**src/source/mem_subsys_pkg.sv**
```systemverilog
/* Memory subsystem shared constants */

`default_nettype none

package mem_subsys_pkg;

  // ====================
  // Widths and depths
  // ====================

  // Data and address word width
  localparam int WORD_W = 32;

  // Words per RAM, 16 KB each
  localparam int RAM_DEPTH = 4096;

  // Word index width, taken from address bits 13:2
  localparam int RAM_AW = 12;

  // APB offset width, low 13 address bits
  localparam int APB_AW = 13;

  // ====================
  // Memory map
  // ====================

  // Debug area, routed to APB while debug mode is on
  localparam logic [WORD_W-1:0] DEBUG_AREA_START = 32'h4000_0000;
  localparam logic [WORD_W-1:0] DEBUG_AREA_END   = 32'h4000_1FFF;

  // Host communication word
  localparam logic [WORD_W-1:0] TOHOST_ADDR = 32'h8000_1000;

  // ====================
  // Fill values
  // ====================

  // addi x0, x0, 0
  localparam logic [WORD_W-1:0] NOP_WORD = 32'h0000_0013;

endpackage

`default_nettype wire

```
**src/source/data_router.sv**
```systemverilog
/* Data access router */

`timescale 1ns/1ps
`default_nettype none

module data_router
  import mem_subsys_pkg::*;
(
  input  wire logic              clk,
  input  wire logic              reset_n,
  input  wire logic              i_debug_mode,
  input  wire logic [WORD_W-1:0] i_dmem_addr,
  input  wire logic [WORD_W-1:0] i_dmem_wdata,
  input  wire logic              i_dmem_wvalid,
  input  wire logic              i_dmem_rready,
  input  wire logic [WORD_W-1:0] i_ram_rdata,
  input  wire logic              i_dbg_rd_done,
  input  wire logic              i_dbg_wr_done,
  input  wire logic [WORD_W-1:0] i_dbg_rdata,
  output logic                   o_ram_we,
  output logic                   o_ram_re,
  output logic [RAM_AW-1:0]      o_ram_idx,
  output logic [WORD_W-1:0]      o_ram_wdata,
  output logic                   o_dbg_req,
  output logic                   o_dbg_write,
  output logic [APB_AW-1:0]      o_dbg_addr,
  output logic [WORD_W-1:0]      o_dbg_wdata,
  output logic [WORD_W-1:0]      o_dmem_rdata,
  output logic                   o_dmem_rvalid,
  output logic                   o_dmem_wready,
  output logic [WORD_W-1:0]      o_tohost
);

  logic in_dbg;
  logic dbg_wr;
  logic dbg_rd;
  logic rvalid_q;
  logic [WORD_W-1:0] tohost_q;

  // ====================
  // Address decode
  // ====================

  // Debug area only counts while debug mode is on
  assign in_dbg = i_debug_mode &&
                  (i_dmem_addr >= DEBUG_AREA_START) &&
                  (i_dmem_addr <= DEBUG_AREA_END);
  assign dbg_wr = in_dbg && i_dmem_wvalid;
  assign dbg_rd = in_dbg && i_dmem_rready;

  // RAM side
  assign o_ram_we    = i_dmem_wvalid && !in_dbg;
  assign o_ram_re    = i_dmem_rready && !in_dbg;
  assign o_ram_idx   = i_dmem_addr[RAM_AW+1:2];
  assign o_ram_wdata = i_dmem_wdata;

  // Bridge side, held by the requester until done
  assign o_dbg_req   = dbg_wr || dbg_rd;
  assign o_dbg_write = dbg_wr;
  assign o_dbg_addr  = i_dmem_addr[APB_AW-1:0];
  assign o_dbg_wdata = i_dmem_wdata;

  // ====================
  // Responses
  // ====================

  // Fixed one-cycle RAM read latency
  always_ff @(posedge clk or negedge reset_n) begin
    if (!reset_n) begin
      rvalid_q <= 1'b0;
    end else begin
      rvalid_q <= o_ram_re;
    end
  end

  // Bridge completion is combinational
  assign o_dmem_rvalid = rvalid_q || i_dbg_rd_done;
  assign o_dmem_rdata  = i_dbg_rd_done ? i_dbg_rdata : i_ram_rdata;
  // Stall debug writes until the slave answers
  assign o_dmem_wready = !dbg_wr || i_dbg_wr_done;

  // tohost capture, the RAM write still happens
  always_ff @(posedge clk or negedge reset_n) begin
    if (!reset_n) begin
      tohost_q <= '0;
    end else if (i_dmem_wvalid && (i_dmem_addr == TOHOST_ADDR)) begin
      tohost_q <= i_dmem_wdata;
    end
  end

  assign o_tohost = tohost_q;

endmodule

`default_nettype wire

```
**config.mk**
```make
export PLATFORM = sky130hd
export DESIGN_NAME = data_router
export DESIGN_NICKNAME = d
export VERILOG_FILES = /design/src/source/mem_subsys_pkg.sv /design/src/source/data_router.sv
export SDC_FILE = /design/constraint.sdc
export NUM_CORES = 1
export LEC_CHECK = 0
export ABC_AREA = 1
export BUFFER_PORTS_ARGS = -buffer_cell sky130_fd_sc_hd__buf_2
export CORE_AREA = 2 2 113 115
export CTS_CLUSTER_SIZE = 30
export DETAILED_ROUTE_END_ITERATION = 8
export DIE_AREA = 0 0 115 117
export GPL_TIMING_DRIVEN = 0
export MAX_ROUTING_LAYER = met4
export PLACE_DENSITY = 0.65
export SLEW_MARGIN = 25
export SYNTH_ARGS = -nofsm -noshare
export SYNTH_HDL_FRONTEND = slang
export SYNTH_SLANG_ARGS = --single-unit
```
**constraint.sdc**
```tcl
create_clock -name clk -period 2.6 [get_ports clk]
set_input_delay 0.39 -clock clk [delete_from_list [all_inputs] [get_ports clk]]
set_output_delay 0.39 -clock clk [all_outputs]
set_load 0.02 [all_outputs]
```
### After elaboration in Yosys (flattened, before gate mapping)

Cells that the tools add are included.

| storage, ports and cells | value |
|---|---|
| flip-flop bits (word level) | 33 |
| word-level logic and storage cells | 18 |

| operators by class | value |
|---|---|
| order comparisons | 2 |
| reduce and logical (&&, ||, !) cells | 12 |
| equality and inequality tests | 1 |
| muxes and demuxes | 1 |

Operators by type and width:

| kind | number |
|---|---|
| 32-bit == test, second input constant | 1 |
| 32-bit by 31-bit greater-or-equal comparator with 1-bit output, second input constant | 1 |
| 32-bit by 31-bit less-or-equal comparator with 1-bit output, second input constant | 1 |
| 32-bit two-way mux | 1 |
| 1-bit logical AND | 7 |
| 1-bit logical OR | 3 |
| 1-bit logical NOT | 2 |

### Longest topological paths before layout

| logic depth | value |
|---|---|
| word-level depth | 6 |
| gate-level depth with buffers | 9 |
| gate-level depth less buffers | 8 |

### Least setup slack after synthesis

Ideal clock, no wire load.

| timing | value |
|---|---|
| kind | input -> output |
| from | input port i_dmem_addr[20] |
| to | output port o_dmem_wready |
| stages | 8 |
| required time | 2.210 ns |
| slack | 0.718 ns |
| path buffers | 0 |
| arrival time | 1.492 ns |
| cell sequence | nor2_1 nand2_1 nor2_1 nand2_1 inv_2 nand2_2 nor2_1 nand2_1 |

| between the ends | value |
|---|---|
| longest elaborated chain between the ends | 6 |
| elaborated cells between the ends (all ways) | 7 |
| those cells by class | order compare: 2; reduce/logical: 5 |

RTL lines:

| element | RTL line | source |
|---|---|---|
| start: declaration | data_router.sv:12 | `input wire logic [WORD_W-1:0] i_dmem_addr,` |
| 32-bit by 31-bit greater-or-equal comparator with 1-bit output | data_router.sv:46 | `(i_dmem_addr >= DEBUG_AREA_START) &&` |
| 1-bit logical AND | data_router.sv:45 | `assign in_dbg = i_debug_mode &&` |
| 1-bit logical AND * | data_router.sv:46 |  |
| 1-bit logical AND * | data_router.sv:48 | `assign dbg_wr = in_dbg && i_dmem_wvalid;` |
| named net o_dbg_write | data_router.sv:25 | `output logic o_dbg_write,` |
| 1-bit logical NOT * | data_router.sv:80 | `assign o_dmem_wready = !dbg_wr \|\| i_dbg_wr_done;` |
| 1-bit logical OR * | data_router.sv:80 |  |
| end: declaration | data_router.sv:30 | `output logic o_dmem_wready,` |

The timed path passes the listed nets; every way through them passes the cells marked *.

### Worst setup path after layout

| timing | value |
|---|---|
| from | input port i_dmem_addr[23] |
| to | output port o_dmem_wready |

| between the ends | value |
|---|---|
| longest elaborated chain between the ends | 6 |
| elaborated cells between the ends (all ways) | 7 |
| those cells by class | order compare: 2; reduce/logical: 5 |

RTL lines:

| element | RTL line |
|---|---|
| 32-bit by 31-bit greater-or-equal comparator with 1-bit output | data_router.sv:46 |
| 1-bit logical AND | data_router.sv:45 |
| 1-bit logical AND * | data_router.sv:46 |
| 1-bit logical AND * | data_router.sv:48 |
| 1-bit logical NOT * | data_router.sv:80 |
| 1-bit logical OR * | data_router.sv:80 |

Every way passes the cells marked *; elsewhere a longest branch is shown, timed or not.

==> summary.txt <==
Cells and area
  • Fill cell count: 1337
  • Share of cells above drive strength 1: 57.9%
  • Most frequent cells in the layout: buf_2 (294), nand2_1 (139), buf_4 (89)
  • Most common cell after layout, fill and taps aside: buf_2
  • Flip-flop and latch area: 826 um^2
  • Nets: 854
  • Multi-input combinational cell area: 1100 um^2
  • Synth-to-Final Area Change: 62.1%
  • Antenna fix cells: 0

Run status
  • Status: complete, no violations

CTS
  • # Post-CTS Setup Buffers: 0
  • Sink Count: 33
  • Post-CTS sizing: 0
  • Clk_lat worst skew: 0.27 ns
  • Worst-path clk slew: 0.05 ns
  • Clock Path Buffers: 2
  • Total CTS buffers: 5
  • CTS H-tree lvls: 2
  • Root Buffer: clkbuf_16
  • CTS tree: yes
  • Hold buffers post-CTS: 0

Critical path
  • Slowest stage delay, CP: 0.25 ns
  • Crit. End Element: output port
  • Crit path DAT: 1.66 ns
  • Slowest cell on the critical path: inv_2
  • Cells along the critical path: buf_2 > nor2_1 > nand2_1 > nor2_1 > nand2_1 > inv_2 > nand2_2 > nor2_1 > nand2_1 > buf_2
  • Worst path required time: 2.21 ns
  • Worst setup path category: in -> out
  • Crit start category: input port
  • CP Max Fanout: 6

Timing
  • Fin crit period: 2.05 ns
  • RSZ-0062 raised after global routing: no
  • Final hold vios: 0
  • Hold slack: 0.180 ns
  • Max-slew headroom: 50.4%
  • Setup_tns: 0 ns
  • FMAX: 0.487 GHz
  • Final setup violation count: 0
  • Max Slew Vio Count: 0
  • Worst-Margin Slew: 0.744 ns
  • Final worst setup slack: 0.548 ns
  • Period utilization: 78.9%
  • Max Clock Skew: 0 ns

Placed design
  • GPL Wtd Cong: 0.828
  • IO Port Bufs: 292
  • Dpl ws: 0.475 ns
  • HPWL Detailed: 8.44 mm

Global route
  • Initial antenna violation count: 0
  • Grt met2 use: 26.9%
  • First-pass GRT wire length: 14.3 mm
  • Grt met1 use: 14.8%
  • Global route hottest layer: met2
  • All-Layer GR Usage: 13.9%
  • Largest net degree at the start of global routing: 34
  • Met3 Use GR: 2.78%
  • GRT overflow: 0
  • Vias in the first global route: 3052

Routing
  • Vias per std cell: 3.94
  • DR DRC count: 0
  • Drt pass-1 iters: 4
  • Starting DRT DRC Count: 86
  • Antenna violation net count after detailed routing: 0
  • WL/cell: 11.6 um
  • DRT Wirelength: 10.1 mm
  • Routed vias: 3426

Power and ir drop
  • Pwr dens: 356 nW/um^2
  • Peak VDD IR: 0.236 mV
  • Leak: 2.83 nW

Synth
  • Cell Area, Synth: 2910 um^2
  • Register bit count reported by yosys: 33
  • Syn_nets: 555
  • Yosys cell types: 18
  • FFs w/ async S/R, synth: 100%
  • Mapped Cells: 420
  • Post-synth EDFFs: 0
  • Sequential cell area fraction in the yosys report: 28.4%
  • Ys flop type: dfrtp_1
  • Avg Cell Area, Syn: 6.93 um^2
  • Yosys warnings: 0

Floorplan
  • Placement Rows: 41
  • Chip height: 117 um
  • Area of the core: 12300 um^2
  • Initial Utilization: 23.6%
  • Die X-Extent: 115 um
  • Io pins: 294
  • Die area: 13500 um^2

Flow run
  • # Max-Cap Violations: 0

Hold path
  • Hold Crit Class: in -> async
==> flip-flops by register name, summed over array words and instances, names as in the netlist <==
signal and count:
rvalid_q 1, o_tohost 32
==> worst paths after layout <==
path	from	endpoint	slack, ns	cells past startpoint
min in group clk	i_dmem_rready	rvalid_q$_DFF_PN0_	0.37	3
worst max register to register	o_tohost[15]$_DFFE_PN0P_	o_tohost[15]$_DFFE_PN0P_	1.89	3
max in group asynchronous	reset_n	o_tohost[23]$_DFFE_PN0P_	1.94	1
worst min-delay path	reset_n	o_tohost[14]$_DFFE_PN0P_	0.18	1
worst max-delay path	i_dmem_addr[23]	o_dmem_wready	0.55	10
worst min register to register	o_tohost[8]$_DFFE_PN0P_	o_tohost[8]$_DFFE_PN0P_	0.58	3
==> synth_stat cells, types with 2 or more instances <==
library cell    n  area [um^2]
buf_2           2         10.0
buf_4          89          668
buf_6           9          101
clkbuf_1        8         30.0
dfrtp_1        33          826
inv_1          45          169
nand2_1       139          522
nand2_2         2         12.5
nand3_1        33          165
nand3_2         2         20.0
nor2_1         20         75.1
nor2_2          2         12.5
o21bai_1       24          180
o21bai_2        8         90.1
==> report_power, final <==
| part | leakage [nW] | internal, mW | switching (mW) |
|---|---|---|---|
| clock network | 0.0799 | 0.405 | 0.202 |
| registers | 0.292 | 0.515 | 0.000252 |
| logic | 2.46 | 0.252 | 0.306 |
| total | 2.83 | 1.17 | 0.508 |
==> final cells by class <==
| type | count | area share (%) |
|---|---|---|
| buffer | 108 | 17.2 |
| clock buffer | 7 | 3.24 |
| clock inverter | 1 | 0.106 |
| inverter | 46 | 3.66 |
| multi-input combinational | 233 | 23.4 |
| sequential | 33 | 17.5 |
| tap | 150 | 3.98 |
| timing repair buffer | 292 | 31.0 |
==> metal layers <==
layer	wire length [um]	part of all wire, %	up-vias
li1	-	-	1783
met1	3970	39	1483
met2	5320	53	154
met3	737	7.3	6
met4	61	0.60	0
met5	0	0	-
==> per-stage QoR <==
step	power [mW]	instances	util, %	cell area [um^2]
global placement	1.08	862	37.0	4560
floorplan	0.841	420	-	2910
finish	1.68	870	38.3	4720
global route	1.77	870	38.3	4720
CTS	1.71	870	38.3	4720
detailed placement	1.09	862	37.0	4560
==> worst max-delay path, delay by kind of cell <==
kind	cells	cell delay (ns)
simple gates	7	0.77
buf+inv	3	0.51
==> cell families (layout without fill, tap and decap cells) <==
logic type,after synthesis,count (layout),share of synthesized area [%]
and+or+nand+nor,201,201,28.6
DFF,33,33,28.4
buffers and inverters,154,454,33.7
AOI/OAI and AO/OA,32,32,9.29
(Power assumes the default switching activity.)
