### src/source/mem_subsys_pkg.sv
/* Memory subsystem shared constants */

`default_nettype none

package mem_subsys_pkg;

  // ====================
  // Widths and depths
  // ====================

  // Data and address word width
  localparam int WORD_W = 32;

  // Words per RAM, 16 KB each
  localparam int RAM_DEPTH = 4096;

  // Word index width, taken from address bits 13:2
  localparam int RAM_AW = 12;

  // APB offset width, low 13 address bits
  localparam int APB_AW = 13;

  // ====================
  // Memory map
  // ====================

  // Debug area, routed to APB while debug mode is on
  localparam logic [WORD_W-1:0] DEBUG_AREA_START = 32'h4000_0000;
  localparam logic [WORD_W-1:0] DEBUG_AREA_END   = 32'h4000_1FFF;

  // Host communication word
  localparam logic [WORD_W-1:0] TOHOST_ADDR = 32'h8000_1000;

  // ====================
  // Fill values
  // ====================

  // addi x0, x0, 0
  localparam logic [WORD_W-1:0] NOP_WORD = 32'h0000_0013;

endpackage

`default_nettype wire

### src/source/dbg_apb_master.sv
/* Debug area APB master */

`timescale 1ns/1ps
`default_nettype none

module dbg_apb_master
  import mem_subsys_pkg::*;
(
  input  wire logic              clk,
  input  wire logic              reset_n,
  input  wire logic              i_req,
  input  wire logic              i_write,
  input  wire logic [APB_AW-1:0] i_addr,
  input  wire logic [WORD_W-1:0] i_wdata,
  input  wire logic              i_pready,
  input  wire logic [WORD_W-1:0] i_prdata,
  output logic [APB_AW-1:0]      o_paddr,
  output logic                   o_psel,
  output logic                   o_penable,
  output logic                   o_pwrite,
  output logic [WORD_W-1:0]      o_pwdata,
  output logic                   o_rd_done,
  output logic                   o_wr_done,
  output logic [WORD_W-1:0]      o_rdata
);

  // FSM state lives in psel and penable
  // IDLE   = psel low
  // SETUP  = psel high, penable low
  // ACCESS = psel and penable high
  logic psel_q;
  logic penable_q;
  logic access;
  logic done;

  // Latched transaction
  logic [APB_AW-1:0] addr_q;
  logic [WORD_W-1:0] wdata_q;
  logic              write_q;
  logic [WORD_W-1:0] resp_q;

  assign access = psel_q && penable_q;
  assign done   = access && i_pready;

  // ====================
  // State machine
  // ====================

  always_ff @(posedge clk or negedge reset_n) begin
    if (!reset_n) begin
      psel_q    <= 1'b0;
      penable_q <= 1'b0;
    end else if (!psel_q) begin
      // IDLE, start on request
      psel_q <= i_req;
    end else if (!penable_q) begin
      // SETUP lasts exactly one cycle
      penable_q <= 1'b1;
    end else if (i_pready) begin
      // ACCESS ends on pready
      psel_q    <= 1'b0;
      penable_q <= 1'b0;
    end
  end

  // Capture request fields on entry to SETUP
  always_ff @(posedge clk) begin
    if (!psel_q && i_req) begin
      addr_q  <= i_addr;
      wdata_q <= i_wdata;
      write_q <= i_write;
    end
  end

  // Keep last read response
  always_ff @(posedge clk) begin
    if (done && !write_q) begin
      resp_q <= i_prdata;
    end
  end

  // ====================
  // Outputs
  // ====================

  assign o_paddr   = addr_q;
  assign o_psel    = psel_q;
  assign o_penable = penable_q;
  assign o_pwrite  = write_q;
  assign o_pwdata  = wdata_q;

  // Completion split by direction
  assign o_rd_done = done && !write_q;
  assign o_wr_done = done && write_q;

  // Live data during ACCESS, held copy otherwise
  assign o_rdata = access ? i_prdata : resp_q;

endmodule

`default_nettype wire

### config.mk
export PLATFORM = sky130hd
export DESIGN_NAME = dbg_apb_master
export DESIGN_NICKNAME = d
export VERILOG_FILES = /design/src/source/mem_subsys_pkg.sv /design/src/source/dbg_apb_master.sv
export SDC_FILE = /design/constraint.sdc
export NUM_CORES = 1
export LEC_CHECK = 0
export ABC_AREA = 1
export ABC_CLOCK_PERIOD_IN_PS = 5640
export BUFFER_PORTS_ARGS = -buffer_cell sky130_fd_sc_hd__buf_2
export CORE_MARGIN = 5
export CORE_UTILIZATION = 49
export CTS_BUF_LIST = sky130_fd_sc_hd__clkbuf_2
export DETAILED_ROUTE_END_ITERATION = 6
export HOLD_SLACK_MARGIN = 0.15
export MAX_ROUTING_LAYER = met4
export PLACE_DENSITY = 0.86
export SYNTH_ARGS = -nofsm -noshare
export SYNTH_HDL_FRONTEND = slang
export SYNTH_SLANG_ARGS = --single-unit
export TNS_END_PERCENT = 100
### constraint.sdc
create_clock -name clk -period 5.64 [get_ports clk]
set_clock_uncertainty 0.2 [all_clocks]
set_input_delay 0.282 -clock clk [delete_from_list [all_inputs] [get_ports clk]]
set_output_delay 0.282 -clock clk [all_outputs]
set_load 0.1 [all_outputs]
**Word-level counts from Yosys, hierarchy flattened**

Cells that the tools add are included.

- Output and inout port bits: 82
- Logic and storage cells: 17
- Bits of input ports: 82
- Flip-flop bits (word level): 80

- Reduce and logical (&&, ||, !) cells: 7
- Muxes and demuxes: 4

Operator list:

| cell | count |
|---|---|
| two-way mux 32 bit | 1 |
| logical AND 1 bit | 5 |
| two-way mux 1 bit | 3 |
| logical NOT 1 bit | 2 |

**Logic depth before layout (Yosys ltp)**

Gate-level depths: netlist (run 1).

- Word-level depth: 3
- Gate-level depth with buffers: 5
- Depth with buffers taken out: 3

**Least setup slack after synthesis (run 1)**

No wires, ideal clock.

- Path kind: register -> register
- Start: register penable_q (netlist: o_penable)
- End: register resp_q[0], enable pin
- Cell stages (with the launch flop): 4
- Setup slack: 1105 ps
- Data arrival time: 3854 ps
- Library setup time: 481 ps
- Cells stage by stage: dfrtp_1 -> buf_6 -> nand3_1 -> nor2_1

- Longest elaborated chain between the ends: 3

RTL lines:

| element | RTL line | source |
|---|---|---|
| start: declaration | dbg_apb_master.sv:32 | `logic penable_q;` |
| start signal: assignment | dbg_apb_master.sv:52 | `penable_q <= 1'b0;` |
| start signal: assignment | dbg_apb_master.sv:58 | `penable_q <= 1'b1;` |
| start signal: assignment | dbg_apb_master.sv:62 | `penable_q <= 1'b0;` |
| logical AND 1 bit | dbg_apb_master.sv:42 | `assign access = psel_q && penable_q;` |
| logical AND 1 bit | dbg_apb_master.sv:43 | `assign done = access && i_pready;` |
| logical AND 1 bit | n/a |  |
| via o_rd_done | dbg_apb_master.sv:22 | `output logic o_rd_done,` |
| end signal: assignment | dbg_apb_master.sv:78 | `resp_q <= i_prdata;` |
| end: declaration | dbg_apb_master.sv:40 | `logic [WORD_W-1:0] resp_q;` |

The timed path passes the listed nets, and every way through them passes these cells.
A chain may end at the register's enable or synchronous reset.

**Worst setup path in the final report (run 1)**

- Start: register penable_q (netlist: o_penable)
- End: output o_rd_done

- Longest elaborated chain between the ends: 3

RTL lines:

| element | RTL line | source |
|---|---|---|
| logical AND 1 bit | dbg_apb_master.sv:42 |  |
| logical AND 1 bit | dbg_apb_master.sv:43 |  |
| logical AND 1 bit | dbg_apb_master.sv:93 | `assign o_rd_done = done && !write_q;` |
| end: declaration | dbg_apb_master.sv:22 |  |

No other way between the ends.

==> results of run 1 <==
==> per-layer routing <==
layer	vias up	wire length, microns	global-route usage (%)
met5	-	0	-
met4	0	233	10.0
met3	17	907	6.61
met2	169	4750	42.8
met1	1185	3310	28.4
li1	1209	-	-
==> kinds of logic after synthesis <==
| group | synth area share [%] |
|---|---|
| buffers and inverters | 4.61 |
| and+or+nand+nor | 16.0 |
| DFF | 79.4 |
==> cell usage in the layout (no fill, tap or decap) <==
cell,instances
buf_2,163
buf_4,4
bufinv_16,1
clkbuf_2,10
clkinv_1,1
clkinv_2,1
clkinv_4,1
clkinvlp_4,2
dfrtp_1,2
diode_2,1
dlygate4sd3_1,83
edfxtp_1,78
inv_1,2
inv_6,1
nand2_1,60
nand2_2,10
nand2_8,1
nand3_1,33
nor2_1,1
nor2_2,1
==> worst paths after layout <==
check | start | to | slack, ns | cells after the start
max | o_penable | o_rd_done | 2.51 | 5
min | i_addr[1] | o_paddr[1] | 0.28 | 2
max reg2reg | o_penable | resp_q[27] | 3.45 | 4
min reg2reg | o_penable | o_penable | 0.61 | 2
max in group asynchronous | reset_n | o_penable | 4.68 | 3
min in group asynchronous | reset_n | o_psel | 0.44 | 3
==> per-stage QoR <==
step / cells / hold slack, ns / utilization [%] / instance area, sq um / worst slack [ns]
floorplan: 200 / -0.214 / - / 3010 / 1.11
global placement: 431 / -0.122 / 64.2 / 3830 / 3.07
detailed placement: 431 / -0.127 / 64.2 / 3830 / 3.03
CTS: 530 / 0.250 / 80.2 / 4770 / 2.46
global route: 531 / 0.221 / 80.2 / 4780 / 2.29
finish: 531 / 0.282 / 80.2 / 4780 / 2.51
==> worst max-delay path: cells and delay by family, from the launching register on <==
family | cells | cell delay (ns)
buf+inv | 3 | 1.23
flops | 1 | 0.70
simple gates | 2 | 0.24
==> layout make-up <==
class	count	area, sq um	area share, %
multi-input combinational	106	483	10.1
inverter	3	11.3	0.236
tap	75	93.8	1.96
timing repair buffer	250	1680	35.1
antenna	1	2.50	0.0524
clock inverter	6	67.6	1.41
clock buffer	10	50.0	1.05
sequential	80	2390	50.1
==> cell usage after synthesis <==
| master | n |
|---|---|
| buf_6 | 10 |
| buf_8 | 1 |
| dfrtp_1 | 2 |
| edfxtp_1 | 78 |
| inv_1 | 3 |
| nand2_1 | 60 |
| nand2_2 | 10 |
| nand2_8 | 1 |
| nand3_1 | 33 |
| nor2_1 | 2 |
==> registers in the layout, summed over array words and instances (netlist names) <==
name       count
o_paddr       13
o_penable      1
o_psel         1
o_pwdata      32
o_pwrite       1
resp_q        32
==> impl_summary.txt, run 1 <==
----------------------------------------------------
[Cells and area]
  Area Growth Syn to Fin ... 58.6%
  Proportion of layout cells with a drive suffix above 1 ... a little over two fifths
  Filler cells ... around 330
  Post-layout nets ... 532

[Place]
  Half-perimeter wire length after detailed placement ... 5130 microns
  Weighted congestion reported at the end of routability-driven placement ... ~0.78
  Number of I/O port buffers ... 163

[Synth]
  Cell area after technology mapping ... 3010 sq um
  Yosys reg bits ... 80
  Sequential-to-total area share from yosys stat ... 79.4%
  Largest cells by area after synthesis ... edfxtp_1 (78%), nand2_1 (7.5%), nand3_1 (5.5%)
  Yosys top cell area share ... 77.8%
  Post-synthesis area per instance ... between 15 and 20 sq um
  Cell taking the most area after synthesis ... edfxtp_1
  Library cells used by synthesis ... 10
  Synthesized netlist net count ... ~280
  Gate count after technology mapping ... 200
  Number of warnings issued by yosys ... 0

[Global routing]
  Pin count of the biggest net entering global routing ... between 40 and 50
  Number of antenna violations at the first check in global routing ... 1
  Tot GR Track Use ... 25.2%
  Wire length of the first global-routing pass ... 13,800 microns
  Congestion Overflow GR ... 0
  Vias in the first global route ... between 2,000 and 3,000

[Critical path]
  Master of the slowest instance on the critical path ... dfrtp_1
  Critical path class ... flip-flop to output port
  Critical path capture point type ... output port
  Critical path cell sequence ... buf_4 -> nand3_1 -> nor2_2 -> buf_4 -> buf_2
  Element type at the critical path start ... flip-flop
  Required time reported for the critical path endpoint ... about 5.2 ns
  Arrival time of the worst setup path ... 2.64 ns
  Most common cell type on the critical path ... buf_4
  Crit Path Max Fanout ... 33
  Largest stage delay on the critical path ... 0.70 ns

[Drt]
  Initial DRC count ... 162
  Remaining antenna violation count after routing ... 0
  Total via count after detailed routing ... 2,580
  Mean routed wirelength per cell ... 17.3 microns
  Via density per instance ... 4.86
  DRC viols ... 0
  Detailed-route wire length ... 9200 microns
  Number of detailed-routing iterations run before antenna repair ... 4

[Min path]
  Min-delay worst type ... input port to flip-flop

[STA]
  Final hold violation count ... 0
  Aggregate negative setup slack ... 0 ns
  Post-layout minimum cycle time ... 3.13 ns
  Total count of max-transition violations in the final report ... 0
  Slew at the pin closest to its max-slew limit ... 0.562 ns
  Slew HR ... about 63%
  Final worst-path cycle share ... 55.4%
  Final setup violation count ... 0
  Highest attainable clock frequency ... around 320 MHz
  Setup repair after global routing missed its margin ... false

[Clocking]
  Clock tree root driver cell ... clkbuf_2
  Post-CTS setup-driven buffer insertion count ... 0
  CTS tree ... yes
  Num Clock Sinks ... 80
  Buffers from clock root to sink, at most ... 2
  Hold-fix buffer count after cts ... just over 80
  Clock Pin Slew Worst Setup and Hold Paths ... 0.24 ns
  Clock latency of the later-clocked register in the worst-skew pair ... between 0.4 and 0.5 ns
  Cts bufs inserted ... 9
  Post-cts gate resize count ... 0
  Number of H-tree levels ... 3

[Floorplan]
  Total Die Area ... a little under 8000 sq um
  DIE HEIGHT ... 88.4 microns
  Site Rows ... 28
  Area of the core ... 5960 sq um
  Initial core utilization ... ~50%
  I/O Pins ... 164
  Die width ... 88.4 microns

[Flow run]
  Max cap viols ... 0

[Status]
  Run status ... finished clean

----------------------------------------------------
Power of run 1 is not shown: default switching activity piles up to over one toggle a cycle in this logic, so the estimate is an artifact.
==> run 2, diff against run 1 <==
Settings changed: ABC_CLOCK_PERIOD_IN_PS 5640 to 2600, CORE_UTILIZATION 49 to 41, PLACE_DENSITY 0.86 to 0.76.
Clock period 5.64 ns to 2.6 ns, I/O delays scaled along.
==> run 2 against run 1 <==
Synthesized cell count stayed put. The run now fails in 4_1_cts. Synthesized area did not move.
==> impl_summary.txt, run 2 <==
----------------------------------------------------
[Clocking]
  Clock tree root driver cell ... clkbuf_2 (unchanged)
  Hold-fix buffer count after cts ... 102 (was 83)
  Num Clock Sinks ... 80 (unchanged)
  Post-cts gate resize count ... 0 (unchanged)
  Number of H-tree levels ... 3 (unchanged)
  Cts bufs inserted ... 9 (unchanged)
  Buffers from clock root to sink, at most ... 2 (unchanged)
  Post-CTS setup-driven buffer insertion count ... 1 (was 0)

[Synth]
  Largest cells by area after synthesis ... edfxtp_1 (78%), nand2_1 (7.5%), nand3_1 (5.5%) (unchanged)
  Gate count after technology mapping ... 200 (unchanged)
  Cell area after technology mapping ... 3010 sq um (unchanged)
  Simple-gate portion of the synthesized area ... 16.0% (unchanged)
  Xor and xnor fraction of the mapped netlist area ... 0% (unchanged)
  Top flip-flop cell by instance count after synthesis ... edfxtp_1 (unchanged)
  List of most frequent post-synthesis cells ... edfxtp_1 (78), nand2_1 (60), nand3_1 (33), buf_6 (10), nand2_2 (10) (unchanged)
  Sequential-to-total area share from yosys stat ... 79.4% (unchanged)
  Combinational family with the most area after synthesis ... simple AND/OR/NAND/NOR gates (unchanged)
  Complex-gate fraction of the synthesized area ... 0% (unchanged)
  Number of warnings issued by yosys ... 0 (unchanged)
  Library cells used by synthesis ... 10 (unchanged)
  Yosys top cell area share ... 77.8% (unchanged)
  Post-Synth Adder-Cell Area ... 0% (unchanged)
  Cell taking the most area after synthesis ... edfxtp_1 (unchanged)
  Cell with the most instances after synthesis ... edfxtp_1 (unchanged)
  Post-synthesis area per instance ... 15.1 sq um (unchanged)
  Synthesized netlist net count ... 282 (unchanged)
  Mux share of post-synthesis cell area ... 0% (unchanged)
  Post-synth EDFFs ... 78 (unchanged)
  Yosys reg bits ... 80 (unchanged)
  FFs w/ async S/R, synth ... 2.50% (unchanged)

[Status]
  First logged error message ... [ERROR RSZ-0060] Max buffer count reached.
  Last flow stage reached ... 4_1_cts
  Run status ... aborted with a tool error (was finished clean)

[Floorplan]
  Die width ... 95.7 microns (was 88.4 microns)
  Initial core utilization ... 41.7% (was 50.6%)
  Site Rows ... 31 (was 28)
  DIE HEIGHT ... 95.7 microns (was 88.4 microns)
  I/O Pins ... 164 (unchanged)

[Place]
  Half-perimeter wire length after detailed placement ... 5040 microns (was 5130 microns)
  Number of I/O port buffers ... 163 (unchanged)
  Weighted congestion reported at the end of routability-driven placement ... 0.701 (was 0.780)

----------------------------------------------------
## run 2: per-stage QoR
step / util (%) / setup slack (ns) / hold slack (ns) / cells / cell area, sq um
detailed placement: 53.8 / 0.580 / -0.282 / 453 / 3880
global placement: 53.8 / 0.616 / -0.285 / 453 / 3880
floorplan: - / 0.0661 / -0.366 / 200 / 3030
## run 2: cell families after synthesis
kind of cell | after synthesis
simple gates | 106
flops | 80
buf+inv | 14
==> run 3, diff against run 2 <==
Settings changed: ABC_CLOCK_PERIOD_IN_PS 2600 to 3400, CORE_UTILIZATION 41 to 40, CTS_BUF_LIST sky130_fd_sc_hd__clkbuf_2 to unset, HOLD_SLACK_MARGIN 0.15 to unset, MAX_ROUTING_LAYER met4 to unset, PLACE_DENSITY 0.76 to unset, PLACE_DENSITY_LB_ADDON set to 0.15.
Clock period 2.6 ns to 3.4 ns, I/O delays scaled along.
==> run 3 against run 2 <==
The run now ends clean.
==> impl_summary.txt, run 3 (synthesis results as in run 1) <==
----------------------------------------------------
[Critical path]
  Required time reported for the critical path endpoint ... between 3 and 4 ns
  Critical path capture point type ... output port
  Slack of the worst reg-to-reg path ... about 1.3 ns
  Gate family responsible for the most delay along the worst path ... simple AND/OR/NAND/NOR gates
  Critical path cell sequence ... buf_4 -> nand3_1 -> nor2_4 -> buf_12
  Logic depth of the worst setup path including buffers ... 4
  Count of buffer and inverter cells on the critical path ... 2
  Critical path class ... flip-flop to output port
  CP endpoint ... o_rd_done
  Register-to-Register Path Depth ... 3
  End of the worst register-to-register path ... resp_q[20]
  Worst flop-to-flop path startpoint ... o_penable
  Element type at the critical path start ... flip-flop
  Launching instance or port of the critical path ... o_penable
  Arrival time of the worst setup path ... 2.14 ns
  Crit Path Max Fanout ... 33
  Master of the slowest instance on the critical path ... nor2_4
  Largest stage delay on the critical path ... 0.75 ns

[Floorplan]
  Die width ... 96.8 microns (was 95.7 microns)
  I/O Pins ... 164 (unchanged)
  Initial core utilization ... 41.3% (was 41.7%)
  Site Rows ... 31 (unchanged)
  Total Die Area ... 9360 sq um
  Area of the core ... around 7300 sq um
  DIE HEIGHT ... 96.8 microns (was 95.7 microns)

[Clocking]
  Num Clock Sinks ... 80 (unchanged)
  Number of H-tree levels ... 3 (unchanged)
  Buffers from clock root to sink, at most ... 2 (unchanged)
  Post-CTS setup-driven buffer insertion count ... 0 (was 1)
  Clock Pin Slew Worst Setup and Hold Paths ... 0.08 ns
  CTS tree ... yes
  Clock tree root driver cell ... clkbuf_8 (was clkbuf_2)
  Cts bufs inserted ... 9 (unchanged)
  Clock latency of the later-clocked register in the worst-skew pair ... approximately 0.34 ns

[Drt]
  Via density per instance ... 4.42
  Mean routed wirelength per cell ... 15.7 microns
  Number of detailed-routing iterations run before antenna repair ... 4
  Remaining antenna violation count after routing ... 0
  Initial DRC count ... 69
  Total via count after detailed routing ... between 2,000 and 2,500
  DRC viols ... 0
  Detailed-route wire length ... 8690 microns

[Global routing]
  Tot GR Track Use ... 18.4%
  Wire length of the first global-routing pass ... 13,800 microns
  Vias in the first global route ... 2,628
  Congestion Overflow GR ... 0
  Pin count of the biggest net entering global routing ... 47
  Number of antenna violations at the first check in global routing ... 0

[STA]
  Aggregate negative setup slack ... 0 ns
  Post-layout minimum cycle time ... approximately 2.5 ns
  Slew at the pin closest to its max-slew limit ... around 0.94 ns
  Total count of max-transition violations in the final report ... 0
  Final setup violation count ... 0
  Setup repair after global routing missed its margin ... false
  Slew HR ... between 30 and 40%
  Highest attainable clock frequency ... 398 MHz
  Minimum setup slack in the final design ... 0.889 ns
  Final worst-path cycle share ... 73.9%
  Final hold violation count ... 0

[Flow run]
  Max cap viols ... 0

[Place]
  Weighted congestion reported at the end of routability-driven placement ... 0.734 (was 0.701)
  Half-perimeter wire length after detailed placement ... 5240 microns (was 5040 microns)
  Post-Place Setup Slack ... 1.22 ns (was 0.580 ns)
  Number of placed cells counting well taps ... 455 (was 453)
  Number of I/O port buffers ... 163 (unchanged)

[Cells and area]
  Inserted Diodes ... 0
  Number of non-filler instances in the completed layout ... about 550
  Area Growth Syn to Fin ... 65.1%
  Most frequent cells in the layout ... buf_2 (162), dlygate4sd3_1 (83), edfxtp_1 (78), nand2_1 (60), nand3_1 (33)
  Most common library cell in the layout ignoring fill and taps ... buf_2
  Post-layout nets ... 532
  Proportion of layout cells with a drive suffix above 1 ... 42.9%

[Min path]
  Min-delay worst type ... input port to flip-flop

[Status]
  Run status ... finished clean (was aborted with a tool error)

----------------------------------------------------
run 3: what timing repair did:
item                       CTS  global route
hold endpoints to repair    82             0
setup endpoints to repair    0             0
hold buffers                83             0
gates resized for setup      0             0
run 3: cell type report:
cell class	instances	area (sq um)
Clock buffer	9	124
Clock inverter	7	143
Fill cell	531	2320
Inverter	3	11.3
Multi-Input combinational cell	106	488
Sequential cell	80	2390
Tap cell	99	124
Timing Repair Buffer	250	1690
run 3: metrics by stage:
stage	cell area, sq um	utilization (%)	hold WS (ns)
floorplan	3020	-	-0.326
global placement	3880	53.2	-0.238
detailed placement	3880	53.2	-0.237
CTS	4970	68.2	0.305
global route	4970	68.2	0.311
finish	4970	68.2	0.331
run 3: worst min path at each step:
stage	slack (ns)	end	startpoint	cells past startpoint
floorplan	-0.33	o_penable	reset_n	0
global placement	-0.24	o_psel	reset_n	1
detailed placement	-0.24	o_psel	reset_n	1
CTS	0.31	o_pwdata[14]	i_wdata[14]	2
global route	0.31	o_paddr[0]	i_addr[0]	2
finish	0.33	o_pwdata[22]	i_wdata[22]	2
run 3: per-layer routing:
layer  part of all wire (%)  vias up  track usage [%]
li1                       -     1205                -
met1                     39     1125             20.3
met2                     51      103             31.6
met3                    8.3       14             7.41
met4                    1.8        0             7.45
met5                      0        -                0
Power of run 3 is left out for the same reason.
